`src/hdl/mips_pkg.sv`:
```
package mips_pkg;

	typedef logic [31:0] word_t;
	typedef logic [4:0]  reg_addr_t;
	typedef logic [31:0] instr_t;

	typedef enum logic [2:0] {
		alu_add,
		alu_sub,
		alu_and,
		alu_or,
		alu_slt,
		alu_lui
	} alu_op_t;

	// operand source for the forwarding muxes.
	typedef enum logic [1:0] {
		fwd_orig,
		fwd_from_m,
		fwd_from_w
	} fwd_sel_t;

	// link is pc plus 8, kept for jal.
	typedef enum logic [1:0] {
		wb_alu,
		wb_mem,
		wb_link
	} wb_sel_t;

	typedef enum logic [1:0] {
		npc_seq,
		npc_beq,
		npc_bne,
		npc_jump
	} npc_mode_t;

	localparam logic [5:0] op_rtype = 6'h00;
	localparam logic [5:0] op_j     = 6'h02;
	localparam logic [5:0] op_beq   = 6'h04;
	localparam logic [5:0] op_bne   = 6'h05;
	localparam logic [5:0] op_addiu = 6'h09;
	localparam logic [5:0] op_ori   = 6'h0d;
	localparam logic [5:0] op_lui   = 6'h0f;
	localparam logic [5:0] op_lw    = 6'h23;
	localparam logic [5:0] op_sw    = 6'h2b;

	localparam logic [5:0] fn_addu = 6'h21;
	localparam logic [5:0] fn_subu = 6'h23;
	localparam logic [5:0] fn_and  = 6'h24;
	localparam logic [5:0] fn_or   = 6'h25;
	localparam logic [5:0] fn_slt  = 6'h2a;

	// stores keep rt in dest with reg_write low.
	typedef struct packed {
		alu_op_t   alu_op;
		logic      alu_src_imm;
		logic      mem_write;
		logic      reg_write;
		wb_sel_t   wb_sel;
		reg_addr_t dest;
	} ex_ctrl_t;

	localparam ex_ctrl_t ctrl_bubble = '{
		alu_op:      alu_add,
		alu_src_imm: 1'b0,
		mem_write:   1'b0,
		reg_write:   1'b0,
		wb_sel:      wb_alu,
		dest:        5'd0
	};

	typedef struct packed {
		word_t     pc;
		reg_addr_t dest;
		word_t     data;
	} retire_t;

	typedef struct packed {
		word_t  pc;
		instr_t instr;
	} d_stage_t;

	typedef struct packed {
		word_t pc;
		word_t op1;
		word_t op2;
		word_t imm;
	} e_stage_t;

	typedef struct packed {
		word_t pc;
		word_t alu_y;
		word_t store_data;
	} m_stage_t;

	typedef struct packed {
		word_t pc;
		word_t alu_y;
		word_t mem_data;
	} w_stage_t;

endpackage

```
`src/hdl/reg_file.sv`:
```
`timescale 1ns/1ps

module reg_file (
	input  logic                clk,
	input  logic                rst_n,
	input  mips_pkg::reg_addr_t raddr1,
	input  mips_pkg::reg_addr_t raddr2,
	output mips_pkg::word_t     rdata1,
	output mips_pkg::word_t     rdata2,
	input  logic                we,
	input  mips_pkg::reg_addr_t waddr,
	input  mips_pkg::word_t     wdata
);
	import mips_pkg::*;

	// r0 has no storage.
	word_t regs [1:31];

	function automatic word_t read_port(reg_addr_t addr);
		if (addr == '0) begin
			return '0;
		end
		// a write in this cycle reaches decode directly.
		if (we && waddr == addr) begin
			return wdata;
		end
		return regs[addr];
	endfunction

	always_comb begin
		rdata1 = read_port(raddr1);
		rdata2 = read_port(raddr2);
	end

	always_ff @(posedge clk or negedge rst_n) begin
		if (!rst_n) begin
			for (int i = 1; i < 32; i++) begin
				regs[i] <= '0;
			end
		end else if (we && waddr != '0) begin
			regs[waddr] <= wdata;
		end
	end

endmodule

```
`config.mk`:
```
export PLATFORM = sky130hd
export DESIGN_NAME = reg_file
export DESIGN_NICKNAME = d
export VERILOG_FILES = /design/src/hdl/mips_pkg.sv /design/src/hdl/reg_file.sv
export SDC_FILE = /design/constraint.sdc
export NUM_CORES = 2
export LEC_CHECK = 0
export BUFFER_PORTS_ARGS = -buffer_cell sky130_fd_sc_hd__buf_4
export CORE_MARGIN = 3
export CORE_UTILIZATION = 64
export CTS_BUF_LIST = sky130_fd_sc_hd__clkbuf_16
export CTS_CLUSTER_DIAMETER = 50
export DETAILED_ROUTE_END_ITERATION = 10
export PLACE_DENSITY = 0.88
export SLEW_MARGIN = 20
export SYNTH_ARGS = -nofsm -noshare
export SYNTH_HDL_FRONTEND = slang
export SYNTH_SLANG_ARGS = --single-unit
```
`constraint.sdc`:
```
create_clock -name clk -period 2.2 [get_ports clk]
set_input_delay 0.22 -clock clk [delete_from_list [all_inputs] [get_ports clk]]
set_output_delay 0.22 -clock clk [all_outputs]
set_load 0.005 [all_outputs]
```
# == Yosys cells after proc, flatten, opt, wreduce, memory -nomap -nowiden ==
# Index checks and enable logic that the tools add are counted.
# totals
input_bits,50
reg_bits,992
out_inout_bits,64
elab_cells,70
# classes
eq_ne,2
n_mux,23
n_lt_le_gt_ge,4
bitwise_logic,3
reduce_logical,7
# op_table
op,count
992-bit bitwise mux,1
32-bit two-way mux,13
32-bit binary-select mux with 5-bit select,2
32-bit demux with 5-bit select,1
6-bit greater-or-equal comparator (second input constant),3
5-bit NOT with 6-bit output,3
5-bit equality test,2
5-bit logical NOT,2
6-bit by 1-bit less-than comparator with 1-bit output (second input constant),1
1-bit two-way mux,6
5-bit nonzero test,1
1-bit logical AND,4

# == Longest topological paths before layout ==
# logic_depth
ltp_word,6
depth_mapped,9
ltp_nobuf,5

# == Worst setup path after synthesis ==
# No wires, ideal clock.
# synth_timing
path_kind,in2out
start,input raddr2[1]
end,output rdata2[21]
path_buffers,4
cell_stages,8
setup_slack_ps,70
arrival_time_ps,1910
required_ps,1980
cell_sequence,buf_2 buf_4 buf_4 clkbuf_1 mux4_2 a221oi_1 o31a_1 a21oi_1
# synth_between
elab_chain_cells,6
elab_cells_between_ends,13
cone_classes,eq/ne (1); mux (9); bitwise (1); reduce/logical (2)
# synth_lines
item,line,text
"start, declared",reg_file.sv:7,"input mips_pkg::reg_addr_t raddr2,"
5-bit NOT with 6-bit output (not written as such) or 5-bit equality test (tied branches),"reg_file.sv:27, reg_file.sv:24",
32-bit binary-select mux with 5-bit select or 1-bit logical AND (tied branches),"reg_file.sv:27, reg_file.sv:24",
32-bit two-way mux (not written as such) or 1-bit two-way mux (tied branches) (2 in a row),"reg_file.sv:27, reg_file.sv:24",
32-bit two-way mux,reg_file.sv:27,return regs[addr];
32-bit two-way mux (*),reg_file.sv:24,if (we && waddr == addr) begin
"end, declared",reg_file.sv:9,"output mips_pkg::word_t rdata2,"
# Mark *: on every way between the ends. The rest lies on a longest branch, timed or not. The select of a mux whose other input is x is not followed.

# == Worst setup path after layout ==
# layout_timing
start,register regs[672] (netlist name)
end,output rdata1[0]
# layout_between
elab_chain_cells,5
# layout_lines
item,line,text
"start, declared",reg_file.sv:17,word_t regs [1:31];
"start signal, assigned by index",reg_file.sv:41,regs[waddr] <= wdata;
32-bit binary-select mux with 5-bit select,reg_file.sv:27,
32-bit two-way mux (not written as such) (2 in a row),reg_file.sv:27,
32-bit two-way mux,reg_file.sv:27,
32-bit two-way mux,reg_file.sv:24,
"end, declared",reg_file.sv:8,"output mips_pkg::word_t rdata1,"
# No other way between the ends. The select of a mux whose other input is x is not followed.

==> results.toml <==
[timing]
final-hold-violation-count = 0
fmax_mhz = 334.1
fin_crit_sh_pct = 136.0
finalCriticalPeriod_ns = 2.993
setup_tns_ns = -38.20
finalSetupViolations = 64
slew_headroom_pct = 45.65
clock_skew_ns = 0
timing.final.max_slew_violations = 0
tightest_slew_ns = 0.8135
rsz0062_at_grt = "true"
setup_slack_ns = -0.7927

[worst_setup_path]
critical_path.startpoint_type = "flip-flop"
crit_fanout = 3
worstPathRequired_ns = 1.98
reg2reg_depth = 3
cp.arrival_ns = 2.77
path_class = "reg2out"
end_kind = "output pin"

[placement]
gp_congestion = 0.9286
dp_hpwl_um = 114300
dp.cells = 4796
io_buffers = 113

[die]
die-height_um = 295.7
chipWidth_um = 295.7
die_area_um2 = 87410
rows = 105
ios = 114
initial_utilization_pct = 64.98
coreArea_um2 = 82640

[synth]
syn_area_per_cell_um2 = 15.07
yosys.area_share.simple_pct = 1.839
ys_warn_count = 0
synth_ff_type = "dfrtp_1"
syn_nets = 3613
synth.distinct_cells = 58
syn_area_um2 = 53690
ys_seq_elements = 992
synth_top_family_by_area = "multiplexers"
synth_compound_area_share_pct = 5.807
ys_async_sr_fraction_pct = 100.0
synth-xor-area-share_pct = 0.1631
synth_adder_area_share_pct = 0
ys_seq_area_share_pct = 46.23
synthCells = 3563
synth_enable_flop_cells = 0
synthMuxAreaShare_pct = 42.34

[grt]
grt_usage_pct = 46.85
grt_max_degree = 103
grt_overflow = 0
grt_pass1_vias = 43930
antenna_found_initial = 18
grt_pass1_wl_um = 294500

[route]
first_pass_iters = 8
num_vias = 42530
routedWlPerCell_um = 41.40
wirelength_um = 211600
vias_per_cell = 8.323
drc = 0
ant_nets = 0
first_iter_violations = 6831

[layout]
area_growth_pct = 20.84
regMostFlops = "regs"
drive_above_1_share_pct = 63.68
final_cell_mix = "1043 x mux2_2, 992 x dfrtp_1, 498 x buf_4, 446 x mux4_2, 125 x buf_12"
finalNetCount = 3983
reg_top3 = "regs x992"
fin_cells = 5110
layout_commonest_cell = "mux2_2"
largest_reg_flops = 992

[clock_network]
cts_tree = "done"
htree_levels = 3
clkLatencyLatePin_ns = 0.70
cts_made_buffers = 106
clockBufferDepth = 3
clock-root-buffer = "clkbuf_16"
clkTransAtPathRegs_ns = 0.06
clock_sinks = 992

[status]
violations = "negative setup slack"
status = "finished, violations left"

[pwr]
total_power_mw = 58.54
ir_drop_mv = 0.8428
power.density_nw_per_um2 = 902.3
p_leak_nw = 28.31

[flow_run]
drv_cap = 0

[min_path]
worstHoldPathType = "in2async"
## layer usage
layer	global-route usage, %	wire [um]	share of wire, %
met4	39.83	23920	11
met3	22.21	34780	16
met2	66.76	89910	42
met1	53.35	62800	30
met5	0.9756	154	0.073
## per-stage QoR
stage / worst slack [ns] / util [%] / cell area, um^2 / hold WS, ns
2_1_floorplan: 0.07018 / - / 53690 / -0.07559
3_3_place_gp: -0.6028 / 71.55 / 59120 / 0.1716
6_report: -0.7927 / 78.52 / 64880 / 0.03081
5_1_grt: -0.8630 / 78.49 / 64860 / 0.04662
4_1_cts: -0.6575 / 77.77 / 64260 / 0.007423
3_5_place_dp: -0.6298 / 71.55 / 59120 / 0.1706
## where the power goes
group	total (mW)	switching, mW	internal, mW
clock network	18.7	8.16	10.5
logic	14.6	6.37	8.27
registers	25.2	3.39	21.8
## area by class of cell
cell class / count / area (um^2)
Tap cell: 1070 / 1339
Sequential cell: 992 / 24820
Clock inverter: 88 / 815.8
Timing Repair Buffer: 662 / 6694
Antenna cell: 17 / 42.54
Fill cell: 3869 / 17750
Inverter: 1 / 3.754
Clock buffer: 110 / 2753
Multi-Input combinational cell: 2170 / 28410
## synth_stat cells (38+ instances only)
cell type	number	share of area (%)
a221oi_1	81	1.3
nand2_1	50	0.35
mux4_2	446	19
nor2_1	51	0.36
nor2b_1	38	0.44
buf_1	50	0.35
o2bb2ai_1	39	0.64
dfrtp_1	992	46
mux2_2	1055	22
buf_2	104	0.97
mux2i_1	81	1.5
clkbuf_1	192	1.3
## logic make-up (layout without fill, tap and decap cells)
logic type             count (synthesis)  in the layout
AO/OA/AOI/OAI                        381            381
XOR/XNOR                              10             10
buffers and inverters                401            861
flip-flops                           992            992
multiplexers                        1582           1582
other                                  0             17
AND/OR/NAND/NOR                      197            197
## final timing paths
path / from / slack (ns) / endpoint
hold / removal: rst_n / 0.03 / regs[178]$_DFFE_PN0P_
setup / recovery: regs[672]$_DFFE_PN0P_ / -0.79 / rdata1[0]
setup reg to reg: regs[661]$_DFFE_PN0P_ / 1.13 / regs[661]$_DFFE_PN0P_
hold reg to reg: regs[434]$_DFFE_PN0P_ / 0.53 / regs[434]$_DFFE_PN0P_
min in group clk: wdata[14] / 0.03 / regs[590]$_DFFE_PN0P_
max in group asynchronous: rst_n / 1.18 / regs[281]$_DFFE_PN0P_
## timing repair
action / in CTS / in global routing
pin swaps: 109 / 37
endpoints found under the setup margin: 64 / 64
resized for setup: 184 / 77
setup buffers: 92 / 19
hold buffers: 1 / 0
hold endpoints to repair: 356 / 0
## worst max-delay path, stage by stage (launching register included)
cell and delay, ns:
dfrtp_1 0.41, mux4_2 0.51, mux2_4 0.31, a221oi_4 0.32, a2111oi_2 0.09, a21o_2 0.27
buf_6 0.13
Note: power is estimated with default switching activity, not from simulation.
