[src/hdl/mips_pkg.sv]
package mips_pkg;

	typedef logic [31:0] word_t;
	typedef logic [4:0]  reg_addr_t;
	typedef logic [31:0] instr_t;

	typedef enum logic [2:0] {
		alu_add,
		alu_sub,
		alu_and,
		alu_or,
		alu_slt,
		alu_lui
	} alu_op_t;

	// operand source for the forwarding muxes.
	typedef enum logic [1:0] {
		fwd_orig,
		fwd_from_m,
		fwd_from_w
	} fwd_sel_t;

	// link is pc plus 8, kept for jal.
	typedef enum logic [1:0] {
		wb_alu,
		wb_mem,
		wb_link
	} wb_sel_t;

	typedef enum logic [1:0] {
		npc_seq,
		npc_beq,
		npc_bne,
		npc_jump
	} npc_mode_t;

	localparam logic [5:0] op_rtype = 6'h00;
	localparam logic [5:0] op_j     = 6'h02;
	localparam logic [5:0] op_beq   = 6'h04;
	localparam logic [5:0] op_bne   = 6'h05;
	localparam logic [5:0] op_addiu = 6'h09;
	localparam logic [5:0] op_ori   = 6'h0d;
	localparam logic [5:0] op_lui   = 6'h0f;
	localparam logic [5:0] op_lw    = 6'h23;
	localparam logic [5:0] op_sw    = 6'h2b;

	localparam logic [5:0] fn_addu = 6'h21;
	localparam logic [5:0] fn_subu = 6'h23;
	localparam logic [5:0] fn_and  = 6'h24;
	localparam logic [5:0] fn_or   = 6'h25;
	localparam logic [5:0] fn_slt  = 6'h2a;

	// stores keep rt in dest with reg_write low.
	typedef struct packed {
		alu_op_t   alu_op;
		logic      alu_src_imm;
		logic      mem_write;
		logic      reg_write;
		wb_sel_t   wb_sel;
		reg_addr_t dest;
	} ex_ctrl_t;

	localparam ex_ctrl_t ctrl_bubble = '{
		alu_op:      alu_add,
		alu_src_imm: 1'b0,
		mem_write:   1'b0,
		reg_write:   1'b0,
		wb_sel:      wb_alu,
		dest:        5'd0
	};

	typedef struct packed {
		word_t     pc;
		reg_addr_t dest;
		word_t     data;
	} retire_t;

	typedef struct packed {
		word_t  pc;
		instr_t instr;
	} d_stage_t;

	typedef struct packed {
		word_t pc;
		word_t op1;
		word_t op2;
		word_t imm;
	} e_stage_t;

	typedef struct packed {
		word_t pc;
		word_t alu_y;
		word_t store_data;
	} m_stage_t;

	typedef struct packed {
		word_t pc;
		word_t alu_y;
		word_t mem_data;
	} w_stage_t;

endpackage

[src/hdl/npc_unit.sv]
`timescale 1ns/1ps

module npc_unit (
	input  logic              clk,
	input  logic              rst_n,
	input  logic              stall,
	input  mips_pkg::npc_mode_t npc_mode,
	input  mips_pkg::word_t   d_pc,
	input  mips_pkg::word_t   op1,
	input  mips_pkg::word_t   op2,
	input  logic [15:0]       imm16,
	input  logic [25:0]       target,
	output mips_pkg::word_t   pc
);
	import mips_pkg::*;

	word_t pc_plus4;
	word_t d_pc_plus4;
	word_t br_target;
	word_t j_target;
	word_t next_pc;
	logic  equal;

	assign pc_plus4   = pc + 32'd4;
	assign d_pc_plus4 = d_pc + 32'd4;
	// branch offset is relative to the delay slot.
	assign br_target  = d_pc_plus4 + {{14{imm16[15]}}, imm16, 2'b00};
	assign j_target   = {d_pc_plus4[31:28], target, 2'b00};
	assign equal      = (op1 == op2);

	always_comb begin
		case (npc_mode)
			npc_beq:  next_pc = equal ? br_target : pc_plus4;
			npc_bne:  next_pc = equal ? pc_plus4 : br_target;
			npc_jump: next_pc = j_target;
			default:  next_pc = pc_plus4;
		endcase
	end

	always_ff @(posedge clk or negedge rst_n) begin
		if (!rst_n) begin
			pc <= '0;
		end else if (!stall) begin
			pc <= next_pc;
		end
	end

	assert property (@(posedge clk) disable iff (!rst_n) pc[1:0] == 2'b00)
		else $error("fetch pc %h not word aligned", pc);

endmodule

[config.mk]
export PLATFORM = sky130hd
export DESIGN_NAME = npc_unit
export DESIGN_NICKNAME = d
export VERILOG_FILES = /design/src/hdl/mips_pkg.sv /design/src/hdl/npc_unit.sv
export SDC_FILE = /design/constraint.sdc
export NUM_CORES = 1
export LEC_CHECK = 0
export BUFFER_PORTS_ARGS = -buffer_cell sky130_fd_sc_hd__buf_2
export CAP_MARGIN = 20
export CORE_MARGIN = 4
export CORE_UTILIZATION = 43
export CTS_CLUSTER_SIZE = 40
export DETAILED_ROUTE_END_ITERATION = 16
export PLACE_DENSITY_LB_ADDON = 0.3
export SYNTH_ARGS = -nofsm -noshare
export SYNTH_HDL_FRONTEND = slang
export SYNTH_SLANG_ARGS = --single-unit
[constraint.sdc]
create_clock -name clk -period 2.4 [get_ports clk]
set_input_delay 0.12 -clock clk [delete_from_list [all_inputs] [get_ports clk]]
set_output_delay 0.12 -clock clk [all_outputs]
set_load 0.02 [all_outputs]
After elaboration in Yosys (flattened, before gate mapping)
Cells that the tools add are included.
- add/subtract/negate cells: 3
- equal/unequal tests: 4
- muxes and demuxes: 3
- operators by type and width (cell ; count):
    32-bit one-hot mux with 3 select lines ; 1
    32-bit by 3-bit adder with 32-bit output (second input constant) ; 2
    32-bit two-way mux ; 2
    32-bit adder ; 1
    32-bit == test ; 1
    2-bit == test (second input constant) ; 2
    2-bit by 1-bit == test with 1-bit output (second input constant) ; 1
- flip-flop bits (word level): 32
- input bits: 143

Logic depth before layout (Yosys ltp)
- word-level depth: 4
- depth in mapped cells: 15
- gate-level depth less buffers: 15

Least setup slack after synthesis
OpenSTA, ideal clock, no wires.
- kind: input to register
- from: input port d_pc[2]
- to: register pc[24]
- library setup time: 120 ps
- arrival time: 2943 ps
- required time: 2280 ps
- path slack: -663 ps
- stages on the path: 15
- cells stage by stage: ha_1 nand2_1 nor2_1 and3_1 and4_1 xor2_1 ha_1 and4_1 nand4_1 o21ba_1 o31a_1 o211ai_1 a21boi_0 or3_1 a31o_2
- word-level cells in the longest chain between the ends: 4
- elaborated cells on any way between the ends: 5
- those cells by class: add/sub (2); mux (3)
- RTL lines (element ; RTL line ; text):
    start, declared ; npc_unit.sv:8 ; input mips_pkg::word_t d_pc,
    32-bit by 3-bit adder with 32-bit output (*) ; npc_unit.sv:25 ; assign d_pc_plus4 = d_pc + 32'd4;
    32-bit adder (*) ; npc_unit.sv:27 ; assign br_target = d_pc_plus4 + {{14{imm16[15]}}, imm16, 2'b00};
    32-bit two-way mux, on equally long branches ; npc_unit.sv:34, npc_unit.sv:33 ;
    32-bit one-hot mux with 3 select lines (*) ; npc_unit.sv:32 ; case (npc_mode)
    end signal, assigned ; npc_unit.sv:44 ; pc <= next_pc;
    end, declared ; npc_unit.sv:13 ; output mips_pkg::word_t pc
Mark *: on every way between the ends. The rest lies on a longest branch, timed or not.
A chain may end at the register's enable or synchronous reset.

Worst setup path in the final report
- from: input port d_pc[7]
- to: register pc[24]
The elaborated chain is that of the path after synthesis.

==> impl_metrics.py <==
metrics = {
    "sta": {
        "timing.final.crit_share": 1.262,
        "final.setup.worst_slack_ns": -0.6280,
        "finalMaxSlewViolations": 0,
        "rsz0062_at_grt": "yes",
        "tightest_slew_ns": 0.7697,
        "finalHoldViolCount": 0,
        "slew_headroom": 0.4869,
        "finClkSkew_ns": 0.006019,
        "setup_viol": 19,
        "fmax_ghz": 0.3303,
        "period_needed_ns": 3.028,
    },
    "cells_and_area": {
        "largest_reg_flops": 32,
        "antenna_cells": 0,
        "regMostFlops": "pc",
        "nets": 1106,
        "drive_gt1_frac": 0.4596,
        "top_regs": "pc (32)",
        "area_growth_pct": 63.13,
        "fin_cells": 1065,
    },
    "synth": {
        "synth-edff-count": 0,
        "syn_inst": 606,
        "ys.flop_type": "dfrtp_1",
        "ys_types": 66,
        "avgSynthCellArea_um2": 7.594,
        "yosysTopAreaCell": "dfrtp_1",
        "ys_async_sr_fraction": 1.000,
        "ys_ff_latch": 32,
        "synthTopCellsByArea": "dfrtp_1 (17%), xor2_1 (10%), ha_1 (9.2%)",
        "synth_nets": 784,
        "seq_area_frac_synth": 0.1740,
        "netlist_area_mm2": 0.004602,
        "yosysWarnings": 0,
        "netlist.area_leader.share": 0.1740,
    },
    "worst_setup_path": {
        "r2r_end": "pc[28]$_DFFE_PN0N_",
        "reg2reg_depth": 9,
        "r2r_start": "pc[3]$_DFFE_PN0N_",
        "worstSetupStartpointType": "input port",
        "crit_arrival_ns": 3.21,
        "critPathMaxFanout": 3,
        "reg2reg_slack_ns": -0.01,
        "path_class": "input port to register",
        "end_kind": "register",
        "crit_required_ns": 2.58,
    },
    "power_and_ir_drop": {
        "internal-power_mw": 1.710,
        "comb_power_share": 0.605,
        "p_seq_frac": 0.249,
        "power_density_mw_per_mm2": 395.2,
        "clkPwrFrac": 0.146,
        "p_leak_nw": 3.514,
        "switching_share": 0.4235,
        "ir_drop_v": 0.0002510,
        "switchingPower_mw": 1.256,
    },
    "clock_network": {
        "cts_root_buf": "clkbuf_8",
        "cts_sinks": 32,
        "clockBufferDepth": 2,
        "cts_buffers": 5,
        "cts_tree": "done",
        "cts.reportedPaths.clkPinSlew_ns": 0.06,
        "h-tree-depth": 2,
        "clkLatencyLatePin_ns": 0.29,
    },
    "floorplanning": {
        "ios": 175,
        "dieArea_mm2": 0.01242,
        "rows": 37,
        "coreArea_mm2": 0.01037,
        "fp.dieW_um": 111.5,
        "die_h_um": 111.5,
        "start_util": 0.4438,
    },
    "place": {
        "io_buffers": 174,
        "place_hpwl_um": 13550,
        "dp_cells": 1036,
        "gp_congestion": 0.9575,
        "preCtsSetupSlack_ns": -0.8069,
    },
    "global_routing": {
        "grt_usage": 0.2622,
        "grt_pass1_vias": 5883,
        "antenna_found_initial": 0,
        "grt_max_degree": 33,
        "grt_pass1_wl_um": 27630,
        "grt-ovfl-total": 0,
    },
    "hold_path": {
        "hp-class": "input port to register",
        "min_to": "pc[0]$_DFFE_PN0P_",
        "min_path_cells": 3,
        "hp-start": "d_pc[0]",
    },
    "detailed_routing": {
        "routedWlPerCell_um": 16.75,
        "post_drt_via_cell_ratio": 5.650,
        "num_vias": 6017,
        "drt-initial-drc-count": 650,
        "drtPass1Iterations": 5,
        "post-route-drc-count": 0,
        "postRouteAntennaNets": 0,
        "drt-total-wl_um": 17840,
    },
    "status": {
        "run_status": "finished, violations left",
        "violations": "negative setup slack",
    },
    "run": {
        "max_cap_viol_count": 0,
    },
}
==> cells by family after synthesis <==
| group | count (synthesis) | share of synthesized area |
|---|---|---|
| AO/OA/AOI/OAI | 169 | 0.2491 |
| XOR/XNOR | 92 | 0.1751 |
| adder cells (fa/ha/maj) | 35 | 0.09679 |
| buffers and inverters | 42 | 0.03507 |
| flip-flops | 32 | 0.1740 |
| multiplexers | 6 | 0.01577 |
| AND/OR/NAND/NOR | 230 | 0.2542 |
==> worst max-delay path: stages <==
cell      delay (ns)
buf_6           0.07
nand4_1         0.21
nor2_2          0.23
and3_4          0.23
nand3_2         0.10
xnor2_1         0.14
ha_1            0.35
a21o_1          0.21
a21oi_2         0.12
o211ai_1        0.11
o31a_1          0.33
o211ai_1        0.28
a21boi_1        0.13
or3_1           0.33
a31o_2          0.24
==> per-layer routing <==
| metal | up-vias | part of all wire | GRT usage |
|---|---|---|---|
| li1 | 2900 | - | - |
| met1 | 2812 | 0.42 | 0.3434 |
| met2 | 265 | 0.49 | 0.4515 |
| met3 | 40 | 0.064 | 0.03261 |
| met4 | 0 | 0.025 | 0.07948 |
| met5 | - | 0 | 0 |
==> timing repair <==
action / CTS / global route
setup buffers: 11 / 15
endpoints found under the setup margin: 18 / 22
endpoints found under the hold margin: 32 / 0
pin swaps: 52 / 68
hold buffers: 1 / 0
gates resized for setup: 62 / 50
==> cell usage after synthesis, drive strengths merged, types with 9 or more instances <==
master / number
a211oi: 9
a21o: 13
a21oi: 43
and3: 11
clkbuf: 17
dfrtp: 32
ha: 34
inv: 21
nand2: 58
nand3: 30
nand4: 19
nor2: 47
nor3: 19
nor4: 13
o21ai: 27
o221ai: 9
o22ai: 10
xnor2: 38
xor2: 54
==> per-stage QoR <==
stage            util  instance area (um2)  hold slack (ns)  TNS [ns]  total power, mW
2_1_floorplan       -                 4671          -0.1756    -4.378            1.562
3_3_place_gp   0.6444                 6683           0.2212    -10.65            2.225
3_5_place_dp   0.6444                 6683           0.2247    -11.80            2.273
4_1_cts        0.6909                 7164          0.05465    -5.381            2.823
5_1_grt        0.7239                 7507          0.07846    -10.43            3.151
6_report       0.7239                 7507          0.05617    -7.711            2.967
==> layout by cell type, fill, tap and decap left out, types with 6 or more instances in the layout <==
| master | Yosys | layout |
|---|---|---|
| a211oi_1 | 9 | 6 |
| a21o_1 | 13 | 13 |
| a21oi_1 | 43 | 34 |
| a21oi_2 | 0 | 6 |
| and3_1 | 11 | 9 |
| buf_2 | 3 | 165 |
| buf_4 | 0 | 148 |
| buf_6 | 0 | 21 |
| clkbuf_8 | 0 | 6 |
| dfrtp_1 | 32 | 32 |
| ha_1 | 34 | 29 |
| inv_1 | 20 | 20 |
| nand2_1 | 57 | 53 |
| nand2b_1 | 6 | 6 |
| nand3_1 | 30 | 25 |
| nand4_1 | 19 | 19 |
| nor2_1 | 45 | 34 |
| nor2_2 | 0 | 7 |
| nor2_4 | 2 | 6 |
| nor3_1 | 19 | 16 |
| nor4_1 | 13 | 12 |
| o211ai_1 | 7 | 7 |
| o21ai_0 | 26 | 22 |
| o221ai_1 | 9 | 7 |
| o22ai_1 | 10 | 9 |
| xnor2_1 | 38 | 31 |
| xor2_1 | 54 | 49 |
==> final cells by class <==
cell class	count	area, um2
multi-input cells	532	4180
fillers	799	2863
repair buffers	335	2183
flip-flops and latches	32	800.8
well taps	136	170.2
clock buffers	8	90.09
inverters	22	82.58
==> power by group through the flow <==
stage,combinational (mW),sequential (mW),clock [mW]
floorplan,0.699,0.863,0
global placement,1.49,0.738,0
detailed placement,1.53,0.746,0
CTS,1.65,0.735,0.436
global route,1.93,0.754,0.466
finish,1.79,0.738,0.434
==> how the worst max path moves through the flow <==
stage	end	depth (start not counted)	startpoint	slack, ns
after global routing	pc[24]$_DFFE_PN0N_	15	d_pc[7]	-0.80
after global placement	pc[24]$_DFFE_PN0N_	16	d_pc[2]	-0.75
after detailed placement	pc[24]$_DFFE_PN0N_	16	d_pc[2]	-0.81
after CTS	pc[24]$_DFFE_PN0N_	15	d_pc[6]	-0.45
final	pc[24]$_DFFE_PN0N_	15	d_pc[7]	-0.63
after floorplan	pc[24]$_DFFE_PN0N_	15	d_pc[2]	-0.51
Note: power is estimated with default switching activity, not from simulation.
