<file path="src/hdl/mips_pkg.sv">
package mips_pkg;

	typedef logic [31:0] word_t;
	typedef logic [4:0]  reg_addr_t;
	typedef logic [31:0] instr_t;

	typedef enum logic [2:0] {
		alu_add,
		alu_sub,
		alu_and,
		alu_or,
		alu_slt,
		alu_lui
	} alu_op_t;

	// operand source for the forwarding muxes.
	typedef enum logic [1:0] {
		fwd_orig,
		fwd_from_m,
		fwd_from_w
	} fwd_sel_t;

	// link is pc plus 8, kept for jal.
	typedef enum logic [1:0] {
		wb_alu,
		wb_mem,
		wb_link
	} wb_sel_t;

	typedef enum logic [1:0] {
		npc_seq,
		npc_beq,
		npc_bne,
		npc_jump
	} npc_mode_t;

	localparam logic [5:0] op_rtype = 6'h00;
	localparam logic [5:0] op_j     = 6'h02;
	localparam logic [5:0] op_beq   = 6'h04;
	localparam logic [5:0] op_bne   = 6'h05;
	localparam logic [5:0] op_addiu = 6'h09;
	localparam logic [5:0] op_ori   = 6'h0d;
	localparam logic [5:0] op_lui   = 6'h0f;
	localparam logic [5:0] op_lw    = 6'h23;
	localparam logic [5:0] op_sw    = 6'h2b;

	localparam logic [5:0] fn_addu = 6'h21;
	localparam logic [5:0] fn_subu = 6'h23;
	localparam logic [5:0] fn_and  = 6'h24;
	localparam logic [5:0] fn_or   = 6'h25;
	localparam logic [5:0] fn_slt  = 6'h2a;

	// stores keep rt in dest with reg_write low.
	typedef struct packed {
		alu_op_t   alu_op;
		logic      alu_src_imm;
		logic      mem_write;
		logic      reg_write;
		wb_sel_t   wb_sel;
		reg_addr_t dest;
	} ex_ctrl_t;

	localparam ex_ctrl_t ctrl_bubble = '{
		alu_op:      alu_add,
		alu_src_imm: 1'b0,
		mem_write:   1'b0,
		reg_write:   1'b0,
		wb_sel:      wb_alu,
		dest:        5'd0
	};

	typedef struct packed {
		word_t     pc;
		reg_addr_t dest;
		word_t     data;
	} retire_t;

	typedef struct packed {
		word_t  pc;
		instr_t instr;
	} d_stage_t;

	typedef struct packed {
		word_t pc;
		word_t op1;
		word_t op2;
		word_t imm;
	} e_stage_t;

	typedef struct packed {
		word_t pc;
		word_t alu_y;
		word_t store_data;
	} m_stage_t;

	typedef struct packed {
		word_t pc;
		word_t alu_y;
		word_t mem_data;
	} w_stage_t;

endpackage

</file>
<file path="src/hdl/pipe_control.sv">
`timescale 1ns/1ps

module pipe_control (
	input  mips_pkg::instr_t    d_instr,
	input  mips_pkg::ex_ctrl_t  e_ctrl,
	input  logic                e_is_load,
	input  mips_pkg::ex_ctrl_t  m_ctrl,
	input  logic                m_is_load,
	input  mips_pkg::ex_ctrl_t  w_ctrl,
	output logic                stall,
	output mips_pkg::npc_mode_t npc_mode,
	output mips_pkg::reg_addr_t raddr1,
	output mips_pkg::reg_addr_t raddr2,
	output mips_pkg::fwd_sel_t  fwd_d1,
	output mips_pkg::fwd_sel_t  fwd_d2,
	output mips_pkg::fwd_sel_t  fwd_e1,
	output mips_pkg::fwd_sel_t  fwd_e2,
	output mips_pkg::fwd_sel_t  fwd_m,
	output mips_pkg::ex_ctrl_t  d_ctrl
);
	import mips_pkg::*;

	logic [5:0] opcode;
	logic [5:0] funct;
	reg_addr_t  rs;
	reg_addr_t  rt;
	reg_addr_t  rd;
	logic       uses_rs;
	logic       uses_rt;
	logic       is_branch;
	logic       load_use;
	logic       branch_wait;

	function automatic logic hits(reg_addr_t src, logic used, ex_ctrl_t c);
		return used && src != '0 && c.reg_write && src == c.dest;
	endfunction

	// select for an operand read in decode this cycle.
	function automatic fwd_sel_t fwd_now(reg_addr_t src, logic used);
		if (hits(src, used, m_ctrl) && !m_is_load) begin
			return fwd_from_m;
		end
		if (hits(src, used, w_ctrl)) begin
			return fwd_from_w;
		end
		return fwd_orig;
	endfunction

	// select for the same operand one cycle later in execute.
	function automatic fwd_sel_t fwd_next(reg_addr_t src, logic used);
		if (hits(src, used, e_ctrl)) begin
			return fwd_from_m;
		end
		if (hits(src, used, m_ctrl)) begin
			return fwd_from_w;
		end
		return fwd_orig;
	endfunction

	assign opcode = d_instr[31:26];
	assign rs     = d_instr[25:21];
	assign rt     = d_instr[20:16];
	assign rd     = d_instr[15:11];
	assign funct  = d_instr[5:0];
	assign raddr1 = rs;
	assign raddr2 = rt;

	always_comb begin
		d_ctrl   = ctrl_bubble;
		npc_mode = npc_seq;
		uses_rs  = 1'b0;
		uses_rt  = 1'b0;
		case (opcode)
			op_rtype: begin
				uses_rs          = 1'b1;
				uses_rt          = 1'b1;
				d_ctrl.reg_write = 1'b1;
				d_ctrl.dest      = rd;
				case (funct)
					fn_addu: d_ctrl.alu_op = alu_add;
					fn_subu: d_ctrl.alu_op = alu_sub;
					fn_and:  d_ctrl.alu_op = alu_and;
					fn_or:   d_ctrl.alu_op = alu_or;
					fn_slt:  d_ctrl.alu_op = alu_slt;
					default: begin
						d_ctrl  = ctrl_bubble;
						uses_rs = 1'b0;
						uses_rt = 1'b0;
					end
				endcase
			end
			op_addiu, op_ori, op_lui, op_lw: begin
				uses_rs            = (opcode != op_lui);
				d_ctrl.alu_src_imm = 1'b1;
				d_ctrl.reg_write   = 1'b1;
				d_ctrl.dest        = rt;
				if (opcode == op_ori) begin
					d_ctrl.alu_op = alu_or;
				end else if (opcode == op_lui) begin
					d_ctrl.alu_op = alu_lui;
				end
				if (opcode == op_lw) begin
					d_ctrl.wb_sel = wb_mem;
				end
			end
			op_sw: begin
				uses_rs            = 1'b1;
				uses_rt            = 1'b1;
				d_ctrl.alu_src_imm = 1'b1;
				d_ctrl.mem_write   = 1'b1;
				d_ctrl.dest        = rt;
			end
			op_beq, op_bne: begin
				uses_rs  = 1'b1;
				uses_rt  = 1'b1;
				npc_mode = (opcode == op_beq) ? npc_beq : npc_bne;
			end
			op_j: begin
				npc_mode = npc_jump;
			end
			default: begin
				d_ctrl = ctrl_bubble;
			end
		endcase
	end

	assign is_branch = (npc_mode == npc_beq) || (npc_mode == npc_bne);

	assign load_use = e_is_load &&
		(hits(rs, uses_rs, e_ctrl) || hits(rt, uses_rt, e_ctrl));

	// the comparator works in decode, so it waits for any result still in flight.
	assign branch_wait = is_branch &&
		(hits(rs, uses_rs, e_ctrl) || hits(rt, uses_rt, e_ctrl) ||
		(m_is_load && (hits(rs, uses_rs, m_ctrl) || hits(rt, uses_rt, m_ctrl))));

	assign stall = load_use || branch_wait;

	always_comb begin
		fwd_d1 = fwd_now(rs, uses_rs);
		fwd_d2 = fwd_now(rt, uses_rt);
		fwd_e1 = fwd_next(rs, uses_rs);
		fwd_e2 = fwd_next(rt, uses_rt);
	end

	// store data sees the writer now in execute once it reaches write-back.
	assign fwd_m  = (d_ctrl.mem_write && hits(rt, uses_rt, e_ctrl)) ? fwd_from_w : fwd_orig;

endmodule

</file>
<file path="config.mk">
export PLATFORM = sky130hd
export DESIGN_NAME = pipe_control
export DESIGN_NICKNAME = d
export VERILOG_FILES = /design/src/hdl/mips_pkg.sv /design/src/hdl/pipe_control.sv
export SDC_FILE = /design/constraint.sdc
export NUM_CORES = 1
export LEC_CHECK = 0
export ABC_AREA = 1
export ABC_CLOCK_PERIOD_IN_PS = 2280
export BUFFER_PORTS_ARGS = -buffer_cell sky130_fd_sc_hd__buf_2
export CELL_PAD_IN_SITES_DETAIL_PLACEMENT = 1
export CELL_PAD_IN_SITES_GLOBAL_PLACEMENT = 2
export CORE_ASPECT_RATIO = 1.4
export CORE_UTILIZATION = 16
export DETAILED_ROUTE_END_ITERATION = 8
export PLACE_DENSITY = 0.86
export SLEW_MARGIN = 15
export SYNTH_ARGS = -nofsm -noshare
export SYNTH_HDL_FRONTEND = slang
export SYNTH_SLANG_ARGS = --single-unit
</file>
<file path="constraint.sdc">
create_clock -name vclk -period 2.28
set_clock_uncertainty 0.2 [all_clocks]
set_input_delay 0 -clock vclk [all_inputs]
set_output_delay 0 -clock vclk [all_outputs]
set_load 0.05 [all_outputs]
</file>
# After elaboration in Yosys (flattened, before gate mapping)

Index checks and enable logic that the tools add are counted.

Register bits after elaboration: 0
Bits in latches: 0
Bits in writable memories: 0
Memory bits (read-only): 0
Input port bits: 73
Word-level logic and storage cells: 100
Memories kept: 0

Add/subtract/negate cells: 0
Multipliers: 0
Div/mod/pow operators: 0
Magnitude comparators: 0
Equal/unequal tests: 22
Shift operators: 0
Mux-type cells: 44
Bitwise logic cells: 0
Reduce and logical (&&, ||, !) cells: 34

Operators with widths:

| operator           | count |
|---|---|
| $eq 6x6->1 const B | 7 |
| $mux 2             | 18 |
| $eq 5x5->1         | 6 |
| $logic_and 1x1->1  | 20 |
| $eq 6x4->1 const B | 3 |
| $mux 1             | 14 |
| $eq 6x3->1 const B | 2 |
| $pmux 3 s2         | 2 |
| $pmux 3 s4         | 1 |
| $pmux 5 s2         | 1 |
| $reduce_bool 5->1  | 2 |
| $reduce_or 5->1    | 2 |
| $mux 8             | 1 |
| $eq 6x2->1 const B | 1 |
| $logic_not 6->1    | 1 |
| $mux 3             | 2 |
| $ne 6x4->1 const B | 1 |
| $pmux 1 s2         | 3 |
| $logic_or 1x1->1   | 5 |
| $pmux 2 s2         | 1 |
| $reduce_or 4->1    | 1 |
| $pmux 1 s3         | 1 |
| $reduce_or 3->1    | 1 |
| $eq 2x1->1 const B | 1 |
| other kinds (3)    | 3 |

# Longest topological paths before layout

Depth after elaboration: 12
Depth in mapped cells: 11

# Least setup slack after synthesis

Ideal clock, no wire load.

Kind: input-to-output
Start: in d_instr[5]
End: out d_ctrl[12] (netlist bit)
Arrival: 1.487 ns
Required time: 2.080 ns
Setup slack: 0.593 ns
Stages: 4
Buffers on the path: 0
Cells stage by stage: inv_1 > nor2_4 > nand3b_1 > o31ai_1

RTL lines:

| element     | RTL line           | source |
|---|---|---|
| from (decl) | pipe_control.sv:4  | `input mips_pkg::instr_t d_instr,` |
| to (decl)   | pipe_control.sv:19 | `output mips_pkg::ex_ctrl_t d_ctrl` |

# Final worst setup path

Start: in d_instr[29]
End: out stall

Word-level cells in the longest chain between the ends: 11

Ends and longest elaborated chain:

| element                                            | RTL line            | source |
|---|---|---|
| $eq 6x4->1 (tied with other cells)                 | pipe_control.sv:73  | `case (opcode)` |
| $reduce_or 4->1 or $reduce_or 3->1 (tied branches) | -                   |  |
| $pmux 1 s3 or $pmux 1 s2 (tied branches)           | pipe_control.sv:73  |  |
| $logic_and 1x1->1 (3 in series)                    | pipe_control.sv:35  | `return used && src != '0 && c.reg_write && src == c.dest;` |
| $logic_or 1x1->1                                   | pipe_control.sv:135 | `(m_is_load && (hits(rs, uses_rs, m_ctrl) \|\| hits(rt, uses_rt, m_ctrl))));` |
| $logic_and 1x1->1                                  | pipe_control.sv:135 |  |
| $logic_or 1x1->1                                   | pipe_control.sv:134 | `(hits(rs, uses_rs, e_ctrl) \|\| hits(rt, uses_rt, e_ctrl) \|\|` |
| $logic_and 1x1->1                                  | pipe_control.sv:133 | `assign branch_wait = is_branch &&` |
| $logic_or 1x1->1 *                                 | pipe_control.sv:137 | `assign stall = load_use \|\| branch_wait;` |
| to (decl)                                          | pipe_control.sv:10  | `output logic stall,` |

Every way passes the cells marked *; elsewhere a longest branch is shown, timed or not.

==> flow_summary.ini <==
[synth]
synth_fa_ha_area_frac = 0
synthTopCellsByArea = nand2_1, inv_1, nor2_1
ys_types = 29
synth_simple_gate_area_share = 0.524
synth_xor_area_frac = 0.0747
muxShareOfSynthArea = 0
synth_compound_area_frac = 0.189
ys_seq_area_frac = 0
synth_top_area_frac = 0.164
ys_warn_count = 0
synth_area_um2 = 1050
synthCells = 194
synth_top_family_by_area = simple AND/OR/NAND/NOR gates
synth_top_area_cell = nand2_1
avgSynthCellArea_um2 = 5.44

[critical_path]
critPathKind = input port to output port
crit_required_ns = 2.08
crit_top_cell = nand2_1
cp-start-kind = input port
crit_path_max_fanout = 7
cp_slowest_cell = buf_2
cp_cell_sequence = buf_2 > nor2_2 > nand2_2 > nor2_4 > nand2_4 > nand3_2 > nand3_1 > nand2_1 > nand2_1 > nand2_1 > buf_2
critPathMaxStageDelay_ns = 0.25
startpoint = d_instr[29]
worstPathArrival_ns = 1.36
end_kind = output port

[layout]
syn_to_final_growth_pct = 38.8
diodes = 0
num-fill-cells = 869
post-route-cell-area_um2 = 1460
multiInputGateArea_um2 = 838
final_nets = 339
layout-drive-gt1-share = 0.386
ff_latch_area_um2 = 0
n_sequential_cell = 0
fin_cells = 336
clkbuf_count = 0

[run]
drv_cap = 0

[clocking]
cts_resized = 0
postCtsSetupRepairBufs = 0
ctsHoldBuffers = 0

[place]
place_area_um2 = 1460
gp_congestion = 0.782
port_buffers = 81
post-dp-hpwl_um = 3770
dp_cells = 336

[floorplan]
core_area_um2 = 6300
die_w_um = 70.6
die_area_um2 = 6930
io_pins = 109
start_util = 0.168
rows = 34
die_h_um = 98.1

[drt]
vias = 1501
dr.pass1.iters = 6
avgRoutedWirePerCell_um = 12.7
ant_nets = 0
vias_per_cell = 4.47
totalWireLength_um = 4260
drcViolationCount = 8
dr.first_iter.drc_count = 59

[timing]
rsz0062_at_grt = no
finalHoldViolations = 0
fmax_mhz = 641
finalSetupViolCount = 0
setup_tns_ns = 0
holdWs_ns = 0.116
post-route-period-util = 0.685
min_period_ns = 1.56
slew_violations = 0

[power]
ir_drop_uv = 46.1
p_leak_nw = 0.929
pwr_density_cell_nw_per_um2 = 172

[min_path]
hp-class = input port to output port
hold_start = d_instr[21]

[global_routing]
grt_max_degree = 8
grt_use_total = 0.122
antenna_found_initial = 0
grt_pass1_vias = 1512
grt_pass1_wl_um = 6970
grt-ovfl-total = 0

[status]
status = complete, but fails checks
violations = DRC
==> layout by cell type, fill, tap and decap left out, drive strengths merged, types with 3 or more instances in the layout <==
cell type / synthesis / routed
nand2: 51 / 51
a21oi: 7 / 7
xor2: 9 / 9
nor3: 5 / 5
o22ai: 3 / 3
nor2: 31 / 31
inv: 34 / 34
buf: 12 / 81
nand3: 17 / 17
o21ai: 8 / 8
a32o: 5 / 5
==> area by class of cell <==
cell class                      instances  share of cell area
Inverter                               34              0.0889
Multi-Input combinational cell        149               0.573
Tap cell                               72              0.0615
Timing Repair Buffer                   81               0.277
==> cells in the mapped netlist (all sizes together) <==
cell / n
o22ai: 3
inv: 34
nand3: 17
nand4: 2
o211ai: 2
xor2: 9
nand2: 51
buf: 12
o31ai: 2
a21oi: 7
a32o: 5
o21bai: 1
o2111ai: 1
nand3b: 2
conb: 1
nor3: 5
o21ai: 8
nor2: 31
a22o: 1
==> report_power, final <==
group          total [W]  switching (W)  leakage [nW]  internal (W)
registers              0              0             0             0
clock network          0              0             0             0
logic           0.000252       0.000173         0.929     0.0000790
total           0.000252       0.000173         0.929     0.0000790
==> final timing paths <==
path	to	depth (start not counted)
worst max-delay path	stall	11
worst min-delay path	raddr1[0]	2
==> critical path: cells and delay by family <==
family | cells | cell delay, ns
buffers and inverters | 2 | 0.37
and+or+nand+nor | 9 | 0.99
==> logic make-up (layout without fill, tap and decap cells) <==
kind of cell,after synthesis,in the layout
and+or+nand+nor,108,108
other,1,2
buffers and inverters,46,115
xor gates and xnor gates,9,9
AOI/OAI and AO/OA,30,30
==> stage by stage <==
step	setup slack (ns)	util	power [W]
after floorplan	0.593	-	0.000166
after CTS	0.691	0.233	0.000255
final	0.719	0.233	0.000252
after detailed placement	0.698	0.233	0.000255
after global placement	0.716	0.233	0.000250
after global routing	0.546	0.233	0.000277
==> per-layer routing <==
layer / up-vias / global-route usage / part of all wire
met2: 52 / 0.249 / 0.53
met3: 4 / 0.00619 / 0.057
met4: 0 / 0.0108 / 0.010
li1: 754 / - / -
met1: 691 / 0.140 / 0.40
met5: - / 0 / 0
(Power assumes the default switching activity.)
