File: src/hdl/mips_pkg.sv
package mips_pkg;

	typedef logic [31:0] word_t;
	typedef logic [4:0]  reg_addr_t;
	typedef logic [31:0] instr_t;

	typedef enum logic [2:0] {
		alu_add,
		alu_sub,
		alu_and,
		alu_or,
		alu_slt,
		alu_lui
	} alu_op_t;

	// operand source for the forwarding muxes.
	typedef enum logic [1:0] {
		fwd_orig,
		fwd_from_m,
		fwd_from_w
	} fwd_sel_t;

	// link is pc plus 8, kept for jal.
	typedef enum logic [1:0] {
		wb_alu,
		wb_mem,
		wb_link
	} wb_sel_t;

	typedef enum logic [1:0] {
		npc_seq,
		npc_beq,
		npc_bne,
		npc_jump
	} npc_mode_t;

	localparam logic [5:0] op_rtype = 6'h00;
	localparam logic [5:0] op_j     = 6'h02;
	localparam logic [5:0] op_beq   = 6'h04;
	localparam logic [5:0] op_bne   = 6'h05;
	localparam logic [5:0] op_addiu = 6'h09;
	localparam logic [5:0] op_ori   = 6'h0d;
	localparam logic [5:0] op_lui   = 6'h0f;
	localparam logic [5:0] op_lw    = 6'h23;
	localparam logic [5:0] op_sw    = 6'h2b;

	localparam logic [5:0] fn_addu = 6'h21;
	localparam logic [5:0] fn_subu = 6'h23;
	localparam logic [5:0] fn_and  = 6'h24;
	localparam logic [5:0] fn_or   = 6'h25;
	localparam logic [5:0] fn_slt  = 6'h2a;

	// stores keep rt in dest with reg_write low.
	typedef struct packed {
		alu_op_t   alu_op;
		logic      alu_src_imm;
		logic      mem_write;
		logic      reg_write;
		wb_sel_t   wb_sel;
		reg_addr_t dest;
	} ex_ctrl_t;

	localparam ex_ctrl_t ctrl_bubble = '{
		alu_op:      alu_add,
		alu_src_imm: 1'b0,
		mem_write:   1'b0,
		reg_write:   1'b0,
		wb_sel:      wb_alu,
		dest:        5'd0
	};

	typedef struct packed {
		word_t     pc;
		reg_addr_t dest;
		word_t     data;
	} retire_t;

	typedef struct packed {
		word_t  pc;
		instr_t instr;
	} d_stage_t;

	typedef struct packed {
		word_t pc;
		word_t op1;
		word_t op2;
		word_t imm;
	} e_stage_t;

	typedef struct packed {
		word_t pc;
		word_t alu_y;
		word_t store_data;
	} m_stage_t;

	typedef struct packed {
		word_t pc;
		word_t alu_y;
		word_t mem_data;
	} w_stage_t;

endpackage

File: src/hdl/alu.sv
`timescale 1ns/1ps

module alu (
	input  mips_pkg::word_t   a,
	input  mips_pkg::word_t   b,
	input  mips_pkg::alu_op_t op,
	output mips_pkg::word_t   y
);
	import mips_pkg::*;

	word_t sum;
	word_t diff;
	logic  less;

	assign sum  = a + b;
	assign diff = a - b;
	// signed compare.
	assign less = $signed(a) < $signed(b);

	always_comb begin
		case (op)
			alu_add: begin
				y = sum;
			end
			alu_sub: begin
				y = diff;
			end
			alu_and: begin
				y = a & b;
			end
			alu_or: begin
				y = a | b;
			end
			alu_slt: begin
				y = {31'd0, less};
			end
			alu_lui: begin
				y = {b[15:0], 16'h0000};
			end
			default: begin
				y = sum;
			end
		endcase
	end

endmodule

File: config.mk
export PLATFORM = sky130hd
export DESIGN_NAME = alu
export DESIGN_NICKNAME = d
export VERILOG_FILES = /design/src/hdl/mips_pkg.sv /design/src/hdl/alu.sv
export SDC_FILE = /design/constraint.sdc
export NUM_CORES = 1
export LEC_CHECK = 0
export BUFFER_PORTS_ARGS = -buffer_cell sky130_fd_sc_hd__clkbuf_2
export CORE_ASPECT_RATIO = 0.6
export CORE_MARGIN = 2
export CORE_UTILIZATION = 47
export DETAILED_ROUTE_END_ITERATION = 8
export GPL_ROUTABILITY_DRIVEN = 0
export PLACE_DENSITY = 0.67
export SYNTH_ARGS = -nofsm -noshare
export SYNTH_HDL_FRONTEND = slang
export SYNTH_SLANG_ARGS = --single-unit
export TNS_END_PERCENT = 100
File: constraint.sdc
create_clock -name vclk -period 4.75
set_input_delay 0.95 -clock vclk [all_inputs]
set_output_delay 0.95 -clock vclk [all_outputs]
set_load 0.03 [all_outputs]
After elaboration in Yosys (flattened, before gate mapping)
Cells that the tools add are included.
- flip-flop bits (word level): 0
- input bits: 67
- output and inout port bits: 32
- word-level logic and storage cells: 11
- $add $sub $neg: 2
- $lt $le $gt $ge: 1
- eq/ne operators: 5
- multiplexer cells: 1
- bitwise gates (word level): 2
- operator list (operator ; number):
    $pmux 32 s5 ; 1
    $add 32x32->32 ; 1
    $and 32x32->32 ; 1
    $lt 32x32->1 ; 1
    $or 32x32->32 ; 1
    $sub 32x32->32 ; 1
    $eq 3x2->1 const B ; 2
    $eq 3x3->1 const B ; 2
    $eq 3x1->1 const B ; 1

Longest topological paths before layout
Gate-level depths: netlist of run 1.
- depth in word-level cells: 2
- gate-level depth with buffers: 12
- gate-level depth less buffers: 12

Worst setup path after synthesis of run 1
No wires, ideal clock.
- path type: input to output
- start: in b[4]
- end: out y[0]
- arrival: 3.690 ns
- data required time: 3.800 ns
- path slack: 0.110 ns
- stages: 12
- buffers on the path: 1
- cells stage by stage: inv_1 > ha_1 > clkbuf_1 > inv_1 > a221oi_1 > nor2b_1 > o21ai_0 > o211ai_1 > o21ai_0 > o41a_1 > nor3_1 > o41ai_1
- longest elaborated chain between the ends: 2
- ends and longest elaborated chain (item ; RTL line ; RTL):
    start: declaration ; alu.sv:5 ; input mips_pkg::word_t b,
    $lt 32x32->1 ; alu.sv:18 ; assign less = $signed(a) < $signed(b);
    $pmux 32 s5 ; alu.sv:21 ; case (op)
    end: declaration ; alu.sv:7 ; output mips_pkg::word_t y
No other way between the ends.

Worst setup path in the final report of run 1
- start: in b[1]
- end: out y[25]
- longest elaborated chain between the ends: 2
- elaborated cells between the ends (all ways): 3
- those cells by class: add/sub: 2; mux: 1
- ends and longest elaborated chain (item ; RTL line):
    $add 32x32->32 / $sub 32x32->32 (equally long branches) ; alu.sv:15, alu.sv:16
    $pmux 32 s5 (*) ; alu.sv:21
Mark *: on every way between the ends. The rest lies on a longest branch, timed or not.

==> flow_summary.json, run 1 <==
{
  "drtIter0Drc": 1279,
  "maxSlewHeadroom": 0.540,
  "yosysWarnings": 0,
  "avgSynthCellArea_sq_um": 6.29,
  "ys_seq_area_frac": 0,
  "nFillCells": 990,
  "min_period_over_period": 1.01,
  "worst_setup_path_start_kind": "primary input",
  "synthDistinctLibCells": 60,
  "violations": "DRC, setup timing",
  "via_count": 7413,
  "status": "finished, violations left",
  "drv_cap": 0,
  "first_global_vias": 6317,
  "io_buffer_count": 99,
  "start_util": 0.492,
  "firstDrtPassIters": 9,
  "final_common_cell": "buf_4",
  "grt.overflow.total": 0,
  "seqCellArea_sq_um": 0,
  "p_per_area_nw_per_um2": 152,
  "postPlaceCellArea_sq_um": 6630,
  "dp.cells": 1147,
  "io_pins": 99,
  "dp_hpwl_mm": 17.6,
  "path_cells": "clkbuf_2, inv_2, ha_4, nor2_1, o311a_1, o31ai_2, buf_4, or3_1, o211ai_1, buf_4, a21oi_1, a31oi_1, buf_4, a221o_1, a22oi_2, buf_4",
  "fp.coreArea_sq_um": 10800,
  "route.detailed.drc": 20,
  "fin_area_sq_um": 6940,
  "worst_slack_ns": -0.0477,
  "slew_viol_final": 0,
  "row_count": 29,
  "setup_violations": 2,
  "grt_max_degree": 25,
  "crit_type": "primary input to output pin",
  "antenna_found_initial": 0,
  "die-height_microns": 86.3,
  "ir_worst_vdd_mv": 0.0648,
  "netlist_instances": 844,
  "leakagePower_nw": 3.50,
  "final_cell_mix": "119 x buf_4, 99 x inv_1, 97 x a21oi_1",
  "die_w_microns": 141,
  "cp_common_cell": "buf_4",
  "final_cells": 1151,
  "cp_max_fo": 4,
  "min_path_type": "primary input to output pin",
  "end_kind": "output pin",
  "syn-num-nets": 1009,
  "final_antenna_net_count": 0,
  "nets": 1179,
  "fmax_mhz": 208,
  "rsz0062_at_grt": "yes",
  "wl_per_cell_microns": 19.4,
  "avgViaCountPerCell": 6.44,
  "n_sequential_cell": 0,
  "worstPathRequired_ns": 3.80,
  "finalCriticalPeriod_ns": 4.80,
  "crit_arrival_ns": 3.85,
  "layout-drive-gt1-share": 0.267,
  "path_buf_inv": 6,
  "die_area_sq_um": 12200,
  "grtUsageTotal": 0.345,
  "worst_pin_slew_ns": 0.687,
  "critPathMaxStageDelay_ns": 0.34,
  "synthesis.area_sq_um": 5310,
  "finalHoldViolCount": 0,
  "diodes": 0,
  "nClkBuffers": 0,
  "cp_slowest_cell": "a221o_1",
  "synthToLayoutAreaGrowth_pct": 30.7,
  "cpLargestDelayFamily": "compound AO/OA/AOI/OAI gates",
  "totalWireLength_mm": 22.3,
  "grt_pass1_wl_mm": 33.9
}
synth_stat cells, types with 4 or more instances:
library cell | number | share of area
ha_1 | 96 | 0.23
inv_1 | 100 | 0.071
nand2b_1 | 14 | 0.017
o221ai_1 | 8 | 0.013
buf_2 | 9 | 0.0085
a221o_1 | 10 | 0.019
a21o_1 | 19 | 0.027
nor3_1 | 25 | 0.024
o21ai_0 | 57 | 0.054
o22ai_1 | 26 | 0.031
o21bai_1 | 17 | 0.024
and3_1 | 7 | 0.0083
a22oi_1 | 5 | 0.0071
a31oi_1 | 8 | 0.0094
nand2_1 | 62 | 0.044
a211oi_1 | 12 | 0.017
buf_1 | 4 | 0.0028
o21a_1 | 11 | 0.016
a21oi_1 | 103 | 0.097
nand3_1 | 16 | 0.015
nor2b_1 | 23 | 0.027
nor2_1 | 76 | 0.054
o211ai_1 | 8 | 0.011
o31ai_1 | 7 | 0.0099
or2_2 | 6 | 0.0071
a221oi_1 | 12 | 0.020
clkbuf_1 | 33 | 0.023
nor4_1 | 8 | 0.0094
logic make-up after synthesis:
| group | synth area share |
|---|---|
| AO/OA/AOI/OAI | 0.425 |
| XOR/XNOR | 0.00330 |
| adder cells (fa/ha/maj) | 0.234 |
| buffers and inverters | 0.106 |
| multiplexers | 0.00377 |
| AND/OR/NAND/NOR | 0.228 |
final timing paths:
path | startpoint | to | slack, ns | cells past startpoint
hold / removal | op[2] | y[1] | 2.43 | 3
setup / recovery | b[1] | y[25] | -0.05 | 16
area by class of cell:
| type | count | area [sq um] | area share |
|---|---|---|---|
| inverters | 101 | 379 | 0.0547 |
| multi-input cells | 697 | 5010 | 0.723 |
| well taps | 139 | 174 | 0.0251 |
| repair buffers | 214 | 1370 | 0.198 |
stage by stage:
step | utilization | setup slack, ns | TNS, ns | hold WS, ns | total power, mW
after global placement | 0.615 | -0.0441 | -0.0750 | 2.41 | 0.947
after detailed placement | 0.615 | -0.149 | -0.322 | 2.40 | 0.951
after floorplan | - | 0.110 | 0 | 2.20 | 0.603
after global routing | 0.644 | -0.0543 | -0.182 | 2.46 | 1.12
after CTS | 0.617 | -0.00167 | -0.00167 | 2.40 | 0.959
final | 0.644 | -0.0477 | -0.0706 | 2.43 | 1.05
where the power goes:
part / total, mW / internal [mW] / switching, mW
Clock: 0 / 0 / 0
Sequential: 0 / 0 / 0
Combinational: 1.05 / 0.401 / 0.652
repair_timing:
| item | 4_1_cts | 5_1_grt |
|---|---|---|
| setup buffers | 0 | 4 |
| gates resized for setup | 7 | 59 |
| pin swaps | 1 | 19 |
| endpoints found under the setup margin | 6 | 16 |
| hold buffers | 0 | 0 |
layer usage:
layer,up-vias,GRT usage,routed length (microns)
met1,3326,0.533,9820
met2,618,0.460,8010
met5,-,0,0
li1,3395,-,-
met4,0,0.0427,599
met3,74,0.117,3890
No activity file was read; power rests on OpenSTA's default activity.
==> run 2, diff against run 1 <==
ABC_AREA = 1   (was unset)
PLACE_DENSITY = 0.66   (was 0.67)
==> flow_summary.json, run 2 <==
{
  "row_count": 32,
  "grt_max_degree": 33,
  "power.share.switching": 0.713,
  "route.detailed.drc": 0,
  "drtIter0Drc": 1175,
  "final_cells": 1526,
  "finalCriticalPeriod_ns": 4.15,
  "first_global_vias": 7153,
  "worstPathRequired_ns": 3.80,
  "netlist_instances": 1285,
  "drv_cap": 0,
  "final_antenna_net_count": 0,
  "internal-power_uw": 274,
  "die_w_microns": 155,
  "synthDistinctLibCells": 38,
  "n_sequential_cell": 0,
  "ys_seq_area_frac": 0,
  "grt.overflow.total": 0,
  "syn-num-nets": 1450,
  "crit_type": "primary input to output pin",
  "io_pins": 99,
  "avgSynthCellArea_sq_um": 4.98,
  "min_period_over_period": 0.873,
  "synth_area_leaders": "nand2_1 25%, ha_1 19%, inv_1 17%",
  "dp.cells": 1526,
  "final_common_cell": "nand2_1",
  "critPathLaunch": "b[0]",
  "start_util": 0.490,
  "synthesis.area_sq_um": 6400,
  "setup_violations": 0,
  "cts_hold_buffers": 0,
  "io_buffer_count": 99,
  "antenna_found_initial": 0,
  "leakagePower_nw": 4.55,
  "layout-drive-gt1-share": 0.114,
  "cp_max_fo": 4,
  "rsz0062_at_grt": "no",
  "fin_setup_tns_ns": 0,
  "status": "completed",
  "avgViaCountPerCell": 5.43,
  "final_cell_mix": "419 x nand2_1, 291 x inv_1, 121 x nor2_1",
  "yosysWarnings": 0,
  "slew_viol_final": 0,
  "p_per_area_nw_per_um2": 138,
  "p_sw_uw": 681,
  "combPwrFrac": 1.000,
  "wl_per_cell_microns": 16.4,
  "yosysMostFrequentCell": "nand2_1",
  "hold_end": "y[31]",
  "yosys.area.top_type": "nand2_1",
  "fmax_mhz": 241,
  "ir_worst_vdd_mv": 0.0782,
  "ctsResizeCount": 0,
  "worstHoldStart": "b[15]",
  "grtUsageTotal": 0.334,
  "yosys.area.top_type_share": 0.246,
  "worstHoldPathCells": 4,
  "min_path_type": "primary input to output pin",
  "synth_commonest_cells": "419 x nand2_1, 291 x inv_1, 121 x nor2_1",
  "fp.coreArea_sq_um": 13100,
  "grt_pass1_wl_mm": 38.0,
  "worst_setup_path_start_kind": "primary input",
  "nFillCells": 1474,
  "synthToLayoutAreaGrowth_pct": 8.43,
  "via_count": 8282,
  "clkPwrFrac": 0,
  "dp_hpwl_mm": 21.2,
  "nClkBuffers": 0,
  "worst_pin_slew_ns": 0.659,
  "totalWireLength_mm": 25.0,
  "finalHoldViolCount": 0,
  "maxSlewHeadroom": 0.560,
  "diodes": 0,
  "die_area_sq_um": 14600,
  "end_kind": "output pin",
  "firstDrtPassIters": 6,
  "seq_power_share": 0,
  "die-height_microns": 94.4,
  "crit_arrival_ns": 3.20,
  "post-cts-setup-buffer-count": 0,
  "nets": 1523,
  "seqCellArea_sq_um": 0
}
[run 2: logic make-up after synthesis]
kind of cell / share of synthesized area
xor gates and xnor gates: 0.0110
adders and majority gates: 0.194
and+or+nand+nor: 0.463
buffers and inverters: 0.212
AOI/OAI and AO/OA: 0.121
[run 2: worst max-delay path, stage by stage]
cell and delay, ns:
clkbuf_2 0.13, ha_1 0.30, inv_1 0.08, fa_1 0.41, inv_1 0.14, nand3_1 0.09, nand3_1 0.20, nand2_1 0.08
nand2_1 0.17, nand2_1 0.10, nand3_1 0.09, nand2_1 0.05, nand3_1 0.07, nand3_1 0.13, clkbuf_2 0.21
[run 2: final cells by class]
type,instances,area [sq um],share of cell area
Inverter,300,1130,0.162
Multi-Input combinational cell,949,5040,0.727
Tap cell,170,213,0.0307
Timing Repair Buffer,107,556,0.0801
[run 2: worst max-delay path by stage]
stage	to	depth (start not counted)
6_report	y[24]	15
5_1_grt	y[24]	15
4_1_cts	y[23]	11
3_5_place_dp	y[23]	11
3_3_place_gp	y[23]	11
2_1_floorplan	y[4]	8
[run 2: stage by stage]
| stage | util | hold WS [ns] | instance area [sq um] | power, mW | worst slack [ns] |
|---|---|---|---|---|---|
| 4_1_cts | 0.531 | 2.37 | 6940 | 0.918 | 0.656 |
| 3_3_place_gp | 0.531 | 2.37 | 6940 | 0.909 | 0.664 |
| 5_1_grt | 0.531 | 2.40 | 6940 | 1.03 | 0.373 |
| 3_5_place_dp | 0.531 | 2.37 | 6940 | 0.913 | 0.661 |
| 6_report | 0.531 | 2.37 | 6940 | 0.956 | 0.602 |
| 2_1_floorplan | - | 2.18 | 6400 | 0.644 | 0.767 |
[run 2: layer usage]
metal  global-route usage  wire [microns]  part of all wire
met1                0.515           11700              0.47
met2                0.463            8850              0.35
met3               0.0840            4040              0.16
met4               0.0556             459             0.018
met5                    0               0                 0
[run 2: power groups by stage]
stage / logic (mW) / clock network (mW) / registers, mW
after floorplan: 0.644 / 0 / 0
after global placement: 0.909 / 0 / 0
after detailed placement: 0.913 / 0 / 0
after CTS: 0.918 / 0 / 0
after global routing: 1.03 / 0 / 0
final: 0.956 / 0 / 0
==> run 3, diff against run 2 <==
==> constraint.sdc (replaced) <==
create_clock -name vclk -period 4.75
set_input_delay 0 -clock vclk [all_inputs]
set_output_delay 0 -clock vclk [all_outputs]
set_load 0.02 [all_outputs]
==> flow_summary.json, run 3 (synthesis gave the netlist of run 2 again) <==
{
  "final_cells": 1521,
  "post-cts-setup-buffer-count": 0,
  "grt_pass1_wl_mm": 37.2,
  "drtIter0Drc": 1080,
  "ctsResizeCount": 0,
  "finalCriticalPeriod_ns": 2.30,
  "diodes": 0,
  "holdWs_ns": 0.435,
  "grt.overflow.total": 0,
  "worstHoldStart": "b[15]",
  "seqCellArea_sq_um": 0,
  "n_sequential_cell": 0,
  "rsz0062_at_grt": "no",
  "power.share.switching": 0.702,
  "final_antenna_net_count": 0,
  "totalWireLength_mm": 24.6,
  "firstDrtPassIters": 7,
  "worstPathRequired_ns": 4.75,
  "fp.coreArea_sq_um": 13100,
  "nClkBuffers": 0,
  "seq_power_share": 0,
  "cp_common_cell": "nand2_1",
  "cpLargestDelayFamily": "simple AND/OR/NAND/NOR gates",
  "wl_per_cell_microns": 16.1,
  "finalHoldViolCount": 0,
  "fmax_mhz": 435,
  "worst_setup_path_start_kind": "primary input",
  "nFillCells": 1448,
  "cp_max_fo": 9,
  "min_period_over_period": 0.484,
  "dp.cells": 1521,
  "die_w_microns": 155,
  "start_util": 0.490,
  "synthToLayoutAreaGrowth_pct": 7.84,
  "p_per_area_nw_per_um2": 131,
  "path_cells": "clkbuf_2, inv_1, ha_1, nand2_1, nor2_1, inv_1, nor3_1, nand2_1, nand2_1, nand2_1, nand3_1, nand3_1, clkbuf_2",
  "avgViaCountPerCell": 5.39,
  "crit_arrival_ns": 2.30,
  "dp_hpwl_mm": 20.8,
  "critPathLaunch": "b[14]",
  "die-height_microns": 94.4,
  "antenna_found_initial": 0,
  "internal-power_uw": 270,
  "combPwrFrac": 1.000,
  "grtUsageTotal": 0.327,
  "worst_pin_slew_ns": 0.907,
  "leakagePower_nw": 4.52,
  "io_pins": 99,
  "ir_worst_vdd_mv": 0.0735,
  "p_sw_uw": 637,
  "slew_viol_final": 0,
  "clkPwrFrac": 0,
  "via_count": 8202,
  "nets": 1518,
  "row_count": 32,
  "grt_max_degree": 26,
  "maxSlewHeadroom": 0.395,
  "fin_setup_tns_ns": 0,
  "cts_hold_buffers": 0,
  "critPathMaxStageDelay_ns": 0.47,
  "final_common_cell": "nand2_1",
  "postPlaceCellArea_sq_um": 6900,
  "fin_area_sq_um": 6900,
  "crit_type": "primary input to output pin",
  "layout-drive-gt1-share": 0.111,
  "end_kind": "output pin",
  "route.detailed.drc": 0,
  "die_area_sq_um": 14600,
  "first_global_vias": 6948,
  "status": "completed",
  "path_buf_inv": 4,
  "cp_slowest_cell": "ha_1",
  "final_core_util": 0.528,
  "io_buffer_count": 99,
  "final_cell_mix": "419 x nand2_1, 291 x inv_1, 121 x nor2_1",
  "min_path_type": "primary input to output pin",
  "setup_violations": 0,
  "drv_cap": 0
}
run 3: changes by cell type in the layout (fill, tap and decap cells not counted), sizes merged:
cell	previous run	this run
buf	8	3
run 3: layout make-up:
cell class / instances / area, sq um / area share
Inverter: 300 / 1130 / 0.163
Timing Repair Buffer: 102 / 518 / 0.0751
Multi-Input combinational cell: 949 / 5040 / 0.731
Tap cell: 170 / 213 / 0.0308
run 3: power groups by stage:
stage	Combinational (mW)	Clock [mW]	Sequential, mW
after detailed placement	0.866	0	0
after global routing	0.986	0	0
after global placement	0.862	0	0
after CTS	0.870	0	0
final	0.907	0	0
after floorplan	0.607	0	0
run 3: final timing paths:
check,end,cells past startpoint,slack (ns)
min,y[31],4,0.44
max,y[26],13,2.45
run 3: layer usage:
layer | part of all wire | up-vias | GRT usage
li1 | - | 4024 | -
met1 | 0.46 | 3569 | 0.492
met2 | 0.34 | 570 | 0.429
met3 | 0.18 | 39 | 0.129
met4 | 0.020 | 0 | 0.0586
met5 | 0 | - | 0
run 3: through the flow:
step / power (mW) / worst slack, ns
2_1_floorplan: 0.607 / 3.00
3_3_place_gp: 0.862 / 2.60
3_5_place_dp: 0.866 / 2.59
4_1_cts: 0.870 / 2.57
5_1_grt: 0.986 / 2.33
6_report: 0.907 / 2.45
